--- config.mk ---
export PLATFORM = sky130hd
export DESIGN_NAME = predict_control
export DESIGN_NICKNAME = d
export VERILOG_FILES = /design/src/design/predict_pkg.sv /design/src/design/predict_control.sv
export SDC_FILE = /design/constraint.sdc
export NUM_CORES = 1
export LEC_CHECK = 0
export BUFFER_PORTS_ARGS = -buffer_cell sky130_fd_sc_hd__buf_2
export CORE_AREA = 5 5 42 44
export CTS_CLUSTER_DIAMETER = 50
export DETAILED_ROUTE_END_ITERATION = 7
export DIE_AREA = 0 0 47 49
export MAX_ROUTING_LAYER = met4
export PLACE_DENSITY = 0.6
export SLEW_MARGIN = 20
export SYNTH_ARGS = -nofsm -noshare
export SYNTH_HDL_FRONTEND = slang
export SYNTH_SLANG_ARGS = --single-unit
--- constraint.sdc ---
create_clock -name clk -period 1.9 [get_ports clk]
set_input_delay 0.285 -clock clk [delete_from_list [all_inputs] [get_ports clk]]
set_output_delay 0.285 -clock clk [all_outputs]
set_load 0.005 [all_outputs]
--- src/design/predict_pkg.sv ---
package predict_pkg;

    localparam int in_side     = 52;  // Input image side
    localparam int img_side    = 28;  // Scaled image side
    localparam int num_classes = 10;
    localparam int score_w     = 16;
    localparam int row_w       = 5;

    // One row of the held image, sent to every neuron
    typedef struct packed {
        logic                valid;
        logic [row_w-1:0]    row;
        logic [img_side-1:0] pixels;  // Bit c is column c
    } row_beat_t;

    typedef logic signed [score_w-1:0] score_t;

    // All neuron scores, cls[n] belongs to digit n
    typedef struct packed {
        score_t [num_classes-1:0] cls;
    } score_vec_t;

    // Ternary weight rule standing in for trained weights
    function automatic logic signed [1:0] weight_of(input int n, input int r, input int c);
        int k;
        k = (r * img_side + c + 11 * n) % 10;
        if (k == 0 || k == 1) begin
            return 2'sd1;
        end else if (k == 9) begin
            return -2'sd1;
        end else begin
            return 2'sd0;
        end
    endfunction

    // Nearest-neighbour source coordinate, floor(i * 52 / 28)
    function automatic int src_index(input int i);
        return (i * in_side) / img_side;
    endfunction

endpackage

--- src/design/predict_control.sv ---
`timescale 1ns/1ns

module predict_control (
    input  logic                          clk,
    input  logic                          rst,
    input  logic                          start,
    output logic                          capture_en,
    output logic                          row_active,
    output logic [predict_pkg::row_w-1:0] row_idx,
    output logic                          done_pulse
);

    typedef enum logic [1:0] {
        st_wait,
        st_capture,  // Image just taken, first row on the bus
        st_process,
        st_finish
    } state_t;

    state_t                        state;
    logic [predict_pkg::row_w-1:0] row_cnt;
    logic                          last_row;

    assign last_row = (row_cnt == predict_pkg::row_w'(predict_pkg::img_side - 1));

    always_ff @(posedge clk) begin
        if (rst) begin
            state   <= st_wait;
            row_cnt <= '0;
        end else begin
            case (state)
                st_wait: begin
                    row_cnt <= '0;
                    if (start) begin
                        state <= st_capture;
                    end
                end
                st_capture: begin
                    state   <= st_process;
                    row_cnt <= row_cnt + 1'b1;
                end
                st_process: begin
                    if (last_row) begin
                        state <= st_finish;  // Row 27 taken on this edge
                    end else begin
                        row_cnt <= row_cnt + 1'b1;
                    end
                end
                default: state <= st_wait;  // st_finish
            endcase
        end
    end

    // start only counts while idle
    assign capture_en = (state == st_wait) && start;
    assign row_active = (state == st_capture) || (state == st_process);
    assign row_idx    = row_cnt;
    assign done_pulse = (state == st_finish);

endmodule

==> results.txt <==
run status: finished clean
Synth Cell Area: 433 sq um
WP data required: 2.08 ns
fmax: 570 MHz
Area contributors post-synth: dfxtp_1 (32%), ha_1 (17%), nand3_1 (6.9%)
1st-pass router iterations: 4
critical path depth: 5
PD cells: 1390 nW/um^2
Pleak: 0.254 nW
multiplexer area fraction after synthesis: 4.62%
row count: 14
DRC: 0
dpl cells: 79
worst path bufs/invs: 0
Final ANT Viol Nets: 0
DR vias: 401
die extent in y: 49 um
CP Capture Type: register
number of endpoints failing setup at the final stage: 0
dpl hpwl: 671 um
synth warn: 0
# Max-Cap Violations: 0
Crit path arrival time: 1.94 ns
Crit path max-delay family: simple AND/OR/NAND/NOR gates
Die ar.: 2300 sq um
Inserted Clock Buffers: 3
Placed Area: 510 sq um
buffer depth of the longest clock path: 2
crit path kind: reg -> reg
RSZ-0062 raised after global routing: false
I/O pins: 11
Final Cycle Share: 92.3%
GRT Util Overall: 9.76%
#FFs+latches synth: 7
Initial DRC Count: 12
adder and majority gate portion of the synthesized area: 17.3%
startpoint types: register
Max FO, Critical Path: 5
final hold violations: 0
Post-Synth XOR/XNOR Area: 0%
ant diodes: 0
clock latency on the worst-skew pair: 0.25 ns
Synth Area in Compound Gates: 14.5%
# Post-CTS Setup Buffers: 0
Post-Syn Instances: 52
Seq/Total Area, Yosys: 32.4%
Final GP Congestion: 0.777
H-tree levels: 1
first-pass GRT wire length: 1570 um
Die X-Extent: 47 um
total power: 0.748 mW
critical-path cell with the highest stage delay: or4b_1
DR WL/cell: 10.7 um
GR Overflow Total: 0
Worst slew margin: 71.9%
worst IR drop on VDD: 0.000664 V
starting density of the core: 30.9%
antenna violations before repair: 0
cells on worst reg2reg path: 5
Via-to-Cell Ratio: 4.83
CORE AREA: 1400 sq um
NumNets Final: 77
CTS root buf: clkbuf_4
TritonCTS Sinks: 7
top cell type's share of synthesized area: 32.4%
IO buf count: 10
layout cell share with drive strength beyond 1: 23.9%
cts hold-fix bufs: 0
Clk pin slew, worst setup/hold paths: 0.05 ns
area growth from synthesis to layout: 24.6%
Design Area, Final: 539 sq um
largest net degree at the start of global routing: 9
mean area per synthesized cell: 8.33 sq um
max-slew violations: 0
slowest stage delay, CP: 0.51 ns
setup TNS: 0 ns
total length of routed wires: 885 um
Yosys top cell by area: dfxtp_1
Yosys cell types: 19
largest family of logic cells by synthesized area: simple AND/OR/NAND/NOR gates
post-synthesis simple-gate area fraction: 26.9%
Period minus WS final: 1.75 ns
CTS tree: yes
Setup Skew: 0.00218 ns
post-synthesis net count: 61
vias in the first global route: 356
worst hold path type: in -> reg
Hold WS: 0.291 ns
hold path cells: 2
CP cell instances: ha_1, and4b_4, a21o_1, or4b_1, a31oi_1
Worst Max-Slew Pin Slew: 0.419 ns
# resized after CTS: 0
post-route insts no fill: 83
-- report_power, final --
| group | internal (mW) | leakage, nW | switching [mW] |
|---|---|---|---|
| sequential | 0.181 | 0.0570 | 0.0395 |
| combinational | 0.173 | 0.182 | 0.218 |
| clock | 0.0803 | 0.0150 | 0.0568 |
| total | 0.434 | 0.254 | 0.314 |
-- area by class of cell --
type | count | area [sq um]
Tap cell | 16 | 20.0
Sequential cell | 7 | 140
Inverter | 5 | 18.8
Clock buffer | 4 | 26.3
Fill cell | 149 | 862
Timing Repair Buffer | 11 | 57.6
Multi-Input combinational cell | 40 | 277
-- routing by layer --
layer / global-route usage [%] / routed length [um]
met1: 13.5 / 447
met2: 11.3 / 358
met3: 3.32 / 55
met4: 6.91 / 23
met5: - / 0
-- worst reg2reg max path: stages (launching register included) --
cell     delay, ns
dfxtp_1       0.34
ha_1          0.25
and4b_4       0.21
a21o_1        0.23
or4b_1        0.51
a31oi_1       0.16
-- logic make-up after synthesis --
kind of cell    after synthesis
simple gates                 22
mux                           2
flops                         7
fa+ha+maj                     6
buf+inv                       5
compound gates               10
-- final timing paths --
path                                start                       to  slack, ns
hold reg to reg   row_idx[1]$_SDFFE_PP0P_  row_idx[1]$_SDFFE_PP0P_       0.49
hold / removal                        rst  row_idx[2]$_SDFFE_PP0P_       0.29
setup reg to reg  row_idx[0]$_SDFFE_PP0P_  row_idx[3]$_SDFFE_PP0P_       0.15
setup / recovery  row_idx[0]$_SDFFE_PP0P_  row_idx[3]$_SDFFE_PP0P_       0.15
-- Yosys cell counts --
master / count
inv_1: 5
a21o_1: 1
nand2_1: 5
and4b_4: 1
nand3b_1: 1
and2_1: 1
a31oi_1: 2
nor3_1: 1
a21oi_1: 4
a2bb2oi_1: 1
dfxtp_1: 7
nor2b_1: 1
or4b_1: 1
a2111oi_0: 1
mux2i_1: 2
nand3_1: 6
ha_1: 6
nor2_1: 5
o21ai_0: 1
-- cell usage in the layout, fill, tap and decap left out, types with 3 or more instances in the layout --
master | synthesis | final
a21oi_1 | 4 | 4
buf_2 | 0 | 10
clkbuf_4 | 0 | 3
dfxtp_1 | 7 | 7
ha_1 | 6 | 5
inv_1 | 5 | 5
nand2_1 | 5 | 5
nand3_1 | 6 | 6
nor2_1 | 5 | 5
-- sequential cells by signal, indices dropped and copies added (netlist names) --
| signal | cells |
|---|---|
| row_idx | 5 |
| state | 2 |
-- metrics by stage --
stage,utilization [%],setup slack [ns]
global route,38.5,0.0375
finish,38.5,0.147
detailed placement,36.4,0.147
global placement,36.4,0.181
floorplan,-,0.226
CTS,38.3,0.124
No activity file was read; power rests on OpenSTA's default activity.
