$ cat src/design/predict_pkg.sv
package predict_pkg;

    localparam int in_side     = 52;  // Input image side
    localparam int img_side    = 28;  // Scaled image side
    localparam int num_classes = 10;
    localparam int score_w     = 16;
    localparam int row_w       = 5;

    // One row of the held image, sent to every neuron
    typedef struct packed {
        logic                valid;
        logic [row_w-1:0]    row;
        logic [img_side-1:0] pixels;  // Bit c is column c
    } row_beat_t;

    typedef logic signed [score_w-1:0] score_t;

    // All neuron scores, cls[n] belongs to digit n
    typedef struct packed {
        score_t [num_classes-1:0] cls;
    } score_vec_t;

    // Ternary weight rule standing in for trained weights
    function automatic logic signed [1:0] weight_of(input int n, input int r, input int c);
        int k;
        k = (r * img_side + c + 11 * n) % 10;
        if (k == 0 || k == 1) begin
            return 2'sd1;
        end else if (k == 9) begin
            return -2'sd1;
        end else begin
            return 2'sd0;
        end
    endfunction

    // Nearest-neighbour source coordinate, floor(i * 52 / 28)
    function automatic int src_index(input int i);
        return (i * in_side) / img_side;
    endfunction

endpackage

$ cat src/design/score_argmax.sv
`timescale 1ns/1ns

module score_argmax (
    input  logic                    clk,
    input  logic                    rst,
    input  predict_pkg::score_vec_t scores,
    input  logic                    done_pulse,
    output logic [3:0]              predicted_number,
    output logic                    finish
);

    predict_pkg::score_t best_score;
    logic [3:0]          best_idx;

    // Strict greater-than keeps the lowest index on ties
    always_comb begin
        best_score = scores.cls[0];
        best_idx   = 4'd0;
        for (int i = 1; i < predict_pkg::num_classes; i++) begin
            if ($signed(scores.cls[i]) > $signed(best_score)) begin
                best_score = scores.cls[i];
                best_idx   = 4'(i);
            end
        end
    end

    always_ff @(posedge clk) begin
        if (rst) begin
            predicted_number <= 4'd0;
            finish           <= 1'b0;
        end else begin
            finish <= done_pulse;  // One-cycle pulse
            if (done_pulse) begin
                predicted_number <= best_idx;  // Held until next result
            end
        end
    end

endmodule

$ cat config.mk
export PLATFORM = sky130hd
export DESIGN_NAME = score_argmax
export DESIGN_NICKNAME = d
export VERILOG_FILES = /design/src/design/predict_pkg.sv /design/src/design/score_argmax.sv
export SDC_FILE = /design/constraint.sdc
export NUM_CORES = 1
export LEC_CHECK = 0
export BUFFER_PORTS_ARGS = -buffer_cell sky130_fd_sc_hd__buf_2
export CAP_MARGIN = 20
export CORE_AREA = 3 3 135 163
export DETAILED_ROUTE_END_ITERATION = 12
export DIE_AREA = 0 0 138 166
export GPL_TIMING_DRIVEN = 0
export HOLD_SLACK_MARGIN = 0.02
export PLACE_DENSITY = 0.56
export REMOVE_ABC_BUFFERS = 1
export SYNTH_ARGS = -nofsm -noshare
export SYNTH_HDL_FRONTEND = slang
export SYNTH_SLANG_ARGS = --single-unit
$ cat constraint.sdc
create_clock -name clk -period 72.3 [get_ports clk]
set_input_delay 3.615 -clock clk [delete_from_list [all_inputs] [get_ports clk]]
set_output_delay 3.615 -clock clk [all_outputs]
set_load 0.01 [all_outputs]
==> results, run 1 <==
- The run finished with clean final reports.
- The peak supply drop is 0.02870 mV.
- The most critical setup path has its startpoint at scores[13].
- In this run the worst hold path is classified as reg -> reg.
- STA puts the critical path data required time at 72.44 ns.
- The final setup violation count is 0.
- The area of the placeable core is 20400 µm².
- The number of max-cap violations is 0.
- Buffers inserted during clock tree synthesis total 3.
- The die covers 22910 µm².
- The first global-routing pass estimated 30500 µm of wire.
- The initial utilization of the core area, before any placement, comes to 0.3009.
- The clock reaches the later pin of the worst-skew pair after 0.22 ns.
- The arrival time of the worst setup path is 27.16 ns.
- After global routing the overflow that remains totals 0.
- Post-CTS repair changed the size of 0 cells.
- The max-slew violation total from the final report came to 0.
- The dominant cell by count in the synthesized netlist is ha_1.
- The worst slew margin relative to its limit is 0.3524.
- The buffer depth of the longest clock path is 2.
- Across the routed clock network, the largest skew measured is 0 ns.
- The post-synthesis cell count is 839.
- After clock tree synthesis, the setup repair step added 0 buffers.
- The post-synthesis instance area is 6137 µm².
- In the global route stage, overall resource usage came out at 0.1547.
- The total of fill cells in the finished design is 2248.
- The start of the worst register-to-register path is predicted_number[1]$_SDFFE_PP0P_.
- The largest net degree at the start of global routing is 34.
- In this run the number of H-tree levels came out at 1.
- The final estimated routing congestion in global placement is 0.8914.
- The maximum operating frequency is 0.03700 GHz.
- The number of nets with antenna violations after routing is 0.
- The die width is 138 µm.
- Before antenna repair, the detailed router went through 4 iterations.
- Setup repair after global routing left no endpoint under its margin.
- The register clock-pin slew on the reported worst setup and hold paths is 0.03 ns.
- Clock tree synthesis found a total of 5 sinks.
- The detailed router finished its first iteration with 278 violations.
- Summed over all failing endpoints, the final setup total negative slack is 0 ns.
- The number of warning messages in the yosys log is 0.
- The internal power component is 126.7 µW.
- The initialized floorplan defines 57 standard-cell rows.
- The worst setup path is of the in -> reg kind.
- Counting flops with a built-in enable in the synthesized netlist gives 0.
- The async set or reset register ratio after synthesis is 0.
- Prior to clock tree synthesis, the placed netlist has a worst setup slack of 43.97 ns.
- The netlist uses 79 different library cells.
- After the last flow step, the layout net total stands at 1286.
- The initial antenna violation count is 7.
- The sequential cell area fraction in the yosys report is 0.01631.
- The startpoint identified for the worst hold timing path is predicted_number[3]$_SDFFE_PP0P_.
- Of all nets on the critical path, the largest fanout is 31.
- For this design, the slowest cell found on the critical path is o21a_1.
- The number of vias in the routed layout is 6437.
- The via count of the first global-routing pass is 6326.
- Dividing the final minimum period by the clock period gives 0.3738.
- After detailed routing, the average wire length per cell comes to 14.74 µm.
- The dominant synthesized flop cell is dfxtp_1.
- The final number of hold-violating endpoints came to 0.
- Power spread over the standard cell area amounts to 38.36 nW/µm².
- The sequential power share is 0.015.
- The register bit total from synthesis is 5.
- The biggest cell delay along the critical path is 0.80 ns.
- In this design, the critical path's most frequently occurring cell is o21ai_0.
- The shortest period the worst path allows is 27.03 ns.
- After layout, the worst setup slack is 45.27 ns.
- STA classifies the critical path endpoint as a flip-flop.
- The worst setup path is launched from an input pin.
- The worst hold margin is 0.4723 ns.
- Relative to the synthesized area, the layout overhead comes to 19.20%.
- The fraction of post-synthesis cell area in the top cell type by area is 0.2691.
- The total wire length after detailed routing is 18530 µm.
- By area the synthesized netlist is led by ha_1 (27%), mux2i_1 (8.2%), inv_1 (5.9%).
- The leakage dissipation is 3.785 nW.
- The number of input and output port buffers inserted is 167.
- The top-level I/O count is 168.
- The net switching component of the power is 153.9 µW.
- The clock tree from TritonCTS is built.
- Measured along the y axis, the die boundary spans 166 µm.
- The share of total power dissipated in the clock network is 0.032.
- At the pin with the least slew margin, the transition time is 0.9714 ns.
- After detailed routing, the number of remaining DRC violations is 0.
- The detailed placer's ending HPWL is 16730 µm.
- The cell taking the most area after synthesis is ha_1.
- The number of buffers inserted by hold repair at cts is 0.
- The portion of total power attributed to combinational logic is 0.953.
- The switching portion of total power is 0.5483.
- In the routed layout, each cell is associated on average with a via count of 5.121.
- The synthesized area divided by synthesized cell count is 7.315 µm².
- In this run the clock root is driven by a clkbuf_16.
- Of the cells placed in the final design, the portion with a size suffix greater than 1 is 0.2333.
- By count the netlist is led by ha_1 (132), inv_1 (96), nand2_1 (67), a21oi_1 (58), o21ai_0 (58).
==> cells by family (layout without fill, tap and decap cells) <==
| group | after synthesis | count (layout) | share of synthesized area |
|---|---|---|---|
| adder cells (fa/ha/maj) | 133 | 133 | 0.2707 |
| AO/OA/AOI/OAI | 230 | 230 | 0.2671 |
| other | 0 | 2 | 0 |
| flip-flops | 5 | 5 | 0.01631 |
| multiplexers | 69 | 69 | 0.1182 |
| XOR/XNOR | 7 | 7 | 0.009990 |
| AND/OR/NAND/NOR | 274 | 274 | 0.2347 |
| buffers and inverters | 121 | 272 | 0.08298 |
==> worst max-delay path: cells and delay by family <==
| family | cells | cell delay (ns) |
|---|---|---|
| adders and majority gates | 9 | 2.64 |
| and+or+nand+nor | 42 | 7.32 |
| buffers and inverters | 9 | 1.18 |
| AOI/OAI and AO/OA | 49 | 10.60 |
| muxes | 6 | 1.75 |
==> cells in the final DEF (no fill, tap or decap), types with 5 or more instances in the layout <==
| master | instances |
|---|---|
| a211oi_1 | 6 |
| a21o_1 | 19 |
| a21oi_1 | 57 |
| a31oi_1 | 7 |
| and2_1 | 8 |
| and3_1 | 19 |
| buf_2 | 167 |
| dfxtp_1 | 5 |
| ha_1 | 132 |
| inv_1 | 96 |
| mux2_2 | 16 |
| mux2i_1 | 50 |
| nand2_1 | 67 |
| nand2b_1 | 29 |
| nand3_1 | 17 |
| nand4_1 | 26 |
| nor2_1 | 49 |
| nor2b_1 | 21 |
| nor3_1 | 9 |
| nor4_1 | 6 |
| o21a_1 | 10 |
| o21ai_0 | 58 |
| o311a_1 | 5 |
| o31ai_2 | 13 |
| or3_1 | 5 |
| xnor2_1 | 6 |
==> path summary, 6_finish.rpt <==
| kind | end | cells after the start | slack [ns] |
|---|---|---|---|
| max | predicted_number[1]$_SDFFE_PP0P_ | 115 | 45.27 |
| min | predicted_number[3]$_SDFFE_PP0P_ | 2 | 0.47 |
| max reg2reg | predicted_number[1]$_SDFFE_PP0P_ | 3 | 71.38 |
| min reg2reg | predicted_number[3]$_SDFFE_PP0P_ | 2 | 0.47 |
==> registers in the layout (all words and copies together) (netlist names) <==
| name | cells |
|---|---|
| predicted_number | 4 |
| finish | 1 |
==> power by group through the flow <==
stage               Clock (mW)  Combinational, mW  Sequential [mW]
finish                 0.00903              0.267          0.00422
global placement             0              0.258          0.00424
CTS                    0.00921              0.266          0.00423
floorplan                    0              0.202          0.00472
detailed placement           0              0.265          0.00423
global route           0.00938              0.307          0.00431
==> through the flow <==
stage	instance area, µm²	cells	util	total power [mW]
3_5_place_dp	7202	1249	0.3531	0.2696
5_1_grt	7313	1256	0.3585	0.3212
3_3_place_gp	7156	1246	0.3508	0.2623
4_1_cts	7281	1253	0.3570	0.2797
6_report	7316	1257	0.3587	0.2806
2_1_floorplan	5988	814	-	0.2070
==> cell type report <==
| class | instances | area [µm²] | share of cell area |
|---|---|---|---|
| diodes | 2 | 5.005 | 0.0006841 |
| clock buffers | 4 | 78.83 | 0.01077 |
| inverters | 96 | 360.3 | 0.04926 |
| multi-input cells | 713 | 5537 | 0.7568 |
| flip-flops and latches | 5 | 100.1 | 0.01368 |
| well taps | 265 | 331.6 | 0.04532 |
| repair buffers | 172 | 903.4 | 0.1235 |
==> per-layer routing <==
layer / share of wire / routed length [µm] / GRT usage / vias up
li1: - / - / - / 3403
met1: 0.45 / 8284 / 0.1937 / 2849
met2: 0.48 / 8915 / 0.2814 / 157
met3: 0.066 / 1227 / 0.03744 / 16
met4: 0.0017 / 31 / 0.008595 / 12
met5: 0.0037 / 69 / 0 / -
(Power assumes the default switching activity.)
==> run 2, diff against run 1 <==
- PLACE_DENSITY: 0.56 -> 0.58
- clock period: 72.3 -> 24.1 ns (I/O delays scaled with it)
==> results, run 2 (synthesis gave the netlist of run 1 again) <==
- The total power is 920.9 µW (was 280.6 µW).
- The endpoint of the worst hold-timing path is predicted_number[3]$_SDFFE_PP0P_ (unchanged).
- The startpoint-to-endpoint class of the critical path is in -> reg (unchanged).
- The initial core utilization is 0.3009 (unchanged).
- The cell at the root of the clock tree was clkbuf_16 (unchanged).
- The leakage dissipation was 3.955 nW (was 3.785 nW).
- The register-to-register setup slack is 23.13 ns (was 71.38 ns).
- The register with the highest flop count was predicted_number (unchanged).
- The critical path capture point type is a flip-flop (unchanged).
- The top-level I/O count was 168 (unchanged).
- Biggest regs: predicted_number: 4 flops, finish: 1 flops (unchanged).
- The H-tree depth is 1 (unchanged).
- The via count of the first global-routing pass came to 6314 (was 6326).
- The clock tree from TritonCTS is built (unchanged).
- The cell count of the worst hold path is 2 (unchanged).
- The total of fill cells in the finished design is 2202 (was 2248).
- The worst-case clock skew is 0 ns (unchanged).
- The number of nets with antenna violations after routing is 0 (unchanged).
- The detailed-routing wirelength on met1 is 8348 µm (was 8284 µm).
- The first-pass GRT wire length was 30710 µm (was 30500 µm).
- The internal power component was 430.8 µW (was 126.7 µW).
- The DRC violation count after routing came to 0 (unchanged).
- The register clock-pin slew on the reported worst setup and hold paths came to 0.03 ns (about the same).
- The share of power burned in the clock network is 0.029 (was 0.032).
- The number of input and output port buffers inserted is 167 (unchanged).
- The final setup violation count is 0 (unchanged).
- The most common library cell in the layout ignoring fill and taps is buf_2 (unchanged).
- The detailed placer's ending HPWL is 16760 µm (was 16730 µm).
- The initial antenna violation count came to 9 (was 7).
- The switching portion of total power came to 0.5322 (was 0.5483).
- The source of the worst hold timing path is predicted_number[3]$_SDFFE_PP0P_ (unchanged).
- The arrival time of the worst setup path is 22.26 ns (was 27.16 ns).
- The library cell contributing the largest single delay on the critical path is or4b_1 (was o21a_1).
- The length of routed met3 wiring came to 1356 µm (was 1227 µm).
- The sequential cell area is 100.1 µm² (unchanged).
- The area of the placeable core is 20400 µm² (unchanged).
- The depth of the most critical reg-to-reg path is 3 (unchanged).
- The number of max-cap violations is 0 (unchanged).
- The pin slew with the least headroom to its limit is 0.7818 ns (was 0.9714 ns).
- The max-slew violation total from the final report is 0 (unchanged).
- The highest metal layer used by the detailed router is met5 (unchanged).
- The portion of total power attributed to combinational logic is 0.957 (was 0.953).
- The number of vias in the routed layout was 6614 (was 6437).
- The type of the tightest min-delay check is reg -> reg (unchanged).
- The peak supply drop came to 0.09830 mV (was 0.02870 mV).
- The clock insertion delay at the later pin of the skew report came to 0.22 ns (about the same).
- The net count reported at finish is 1315 (was 1286).
- The net switching component of the power is 490.1 µW (was 153.9 µW).
- The area occupied by multi-input gates is 5669 µm² (was 5537 µm²).
- The cell seen most often among critical-path stages was o21ai_0 (unchanged).
- The largest net degree at the start of global routing is 32 (was 34).
- Commonest cells after routing, fill and taps aside: buf_2 (167), ha_1 (131), inv_1 (96), nand2_1 (67) (was buf_2 (167), ha_1 (132), inv_1 (96), nand2_1 (67), o21ai_0 (58)).
- The number of buffers inserted during clock tree synthesis came to 3 (unchanged).
- The global-route congestion overflow total is 0 (unchanged).
- Dividing the final minimum period by the clock period gives 0.9187.
- The DRC marker count from the first detailed-route iteration is 224 (was 278).
- The buffer depth of the longest clock path came to 2 (unchanged).
- The shortest period the worst path allows is 22.14 ns.
- The cell area after layout came to 7664 µm² (was 7316 µm²).
- The worst slew margin relative to its limit was 0.4786 (was 0.3524).
- The total wire length after detailed routing is 19430 µm (was 18530 µm).
- The die width is 138 µm (unchanged).
- The share of final-layout standard cells stronger than drive strength 1 is 0.2699 (was 0.2333).
- For this run, the top clock speed supported by timing is 0.04517 GHz.
- The capture point of the worst reg-to-reg path is predicted_number[1]$_SDFFE_PP0P_ (unchanged).
- The sequential power share is 0.014 (was 0.015).
- The power density relative to cell area is 120.2 nW/µm² (was 38.36 nW/µm²).
- The biggest cell delay along the critical path is 0.46 ns (was 0.80 ns).
- The flip-flop count of the largest register, all copies and words added is 4 (unchanged).
- The final number of hold-violating endpoints is 0 (unchanged).
- The signed area change from the synthesized netlist to the final layout is 24.87% (was 19.20%).
- The start of the worst register-to-register path is predicted_number[1]$_SDFFE_PP0P_ (unchanged).
- The routed via count divided by cell count is 5.131 (was 5.121).
- The data required time at the worst endpoint is 24.22 ns (was 72.44 ns).
- The die area was 22910 µm² (unchanged).
- The die height is 166 µm (unchanged).
- The peak fanout along the critical path was 27 (was 31).
- The met2 layer wire length in the routed design is 9488 µm (was 8915 µm).
- The total cell area at the placement stage was 7202 µm² (unchanged).
- The first-pass iteration count of the detailed router was 4 (unchanged).
- The total number of placement rows is 57 (unchanged).
- The wire length per cell is 15.07 µm (was 14.74 µm).
- Outcome: completed (unchanged).
- The final estimated routing congestion in global placement was 0.8943 (was 0.8914).
- The global-route usage over all layers came to 0.1565 (was 0.1547).
- The number of sinks driven by the clock tree is 5 (unchanged).
- The startpoint class of the critical path is an input pin (unchanged).
-- run 2: area by class of cell --
type / count / area share
Sequential cell: 5 / 0.01306
Timing Repair Buffer: 199 / 0.1450
Multi-Input combinational cell: 715 / 0.7398
Clock buffer: 4 / 0.01029
Inverter: 96 / 0.04702
Tap cell: 265 / 0.04327
Antenna cell: 5 / 0.001633
-- run 2: worst max-delay path by stage --
| stage | start | endpoint | slack, ns | cells after the start |
|---|---|---|---|---|
| finish | scores[13] | predicted_number[1]$_SDFFE_PP0P_ | 1.96 | 122 |
| global route | scores[13] | predicted_number[1]$_SDFFE_PP0P_ | -0.06 | 115 |
| CTS | scores[9] | predicted_number[1]$_SDFFE_PP0P_ | 0.14 | 113 |
| detailed placement | scores[9] | predicted_number[1]$_SDFFE_PP0P_ | -2.19 | 112 |
| global placement | scores[9] | predicted_number[2]$_SDFFE_PP0P_ | -5.89 | 110 |
| floorplan | scores[13] | predicted_number[2]$_SDFFE_PP0P_ | 0.03 | 109 |
-- run 2: metal layers --
metal / vias up / global-route usage
met3: 29 / 0.03571
li1: 3469 / -
met4: 16 / 0.01418
met5: - / 0
met2: 158 / 0.2882
met1: 2942 / 0.1920
-- run 2: through the flow --
stage / TNS (ns) / std cells / hold slack, ns / worst slack (ns) / utilization
CTS: 0 / 1260 / 0.4775 / 0.1397 / 0.3614
global placement: -23.01 / 1246 / 0.4608 / -5.893 / 0.3508
floorplan: 0 / 814 / 0.4948 / 0.03324 / -
detailed placement: -8.104 / 1249 / 0.4692 / -2.193 / 0.3531
global route: -0.07014 / 1285 / 0.5048 / -0.06140 / 0.3752
finish: 0 / 1289 / 0.4773 / 1.960 / 0.3757
-- run 2: critical path, delay by kind of cell --
kind / cells / cell delay, ns
AOI/OAI and AO/OA: 57 / 10.63
and+or+nand+nor: 39 / 5.00
adders and majority gates: 9 / 2.45
muxes: 6 / 1.55
buffers and inverters: 11 / 1.37
-- run 2: timing repair --
| action | CTS | global route |
|---|---|---|
| hold endpoints to repair | 0 | 0 |
| setup endpoints to repair | 4 | 4 |
| cloned | 1 | 1 |
| hold buffers | 0 | 0 |
| pin swaps | 2 | 7 |
| resized for setup | 6 | 20 |
| buffers inserted | 6 | 22 |
-- run 2: power groups by stage --
| stage | logic [mW] | registers (mW) | clock network, mW |
|---|---|---|---|
| floorplan | 0.607 | 0.0142 | 0 |
| global route | 1.00 | 0.0131 | 0.0280 |
| detailed placement | 0.795 | 0.0128 | 0 |
| CTS | 0.828 | 0.0127 | 0.0271 |
| global placement | 0.772 | 0.0128 | 0 |
| finish | 0.882 | 0.0126 | 0.0267 |
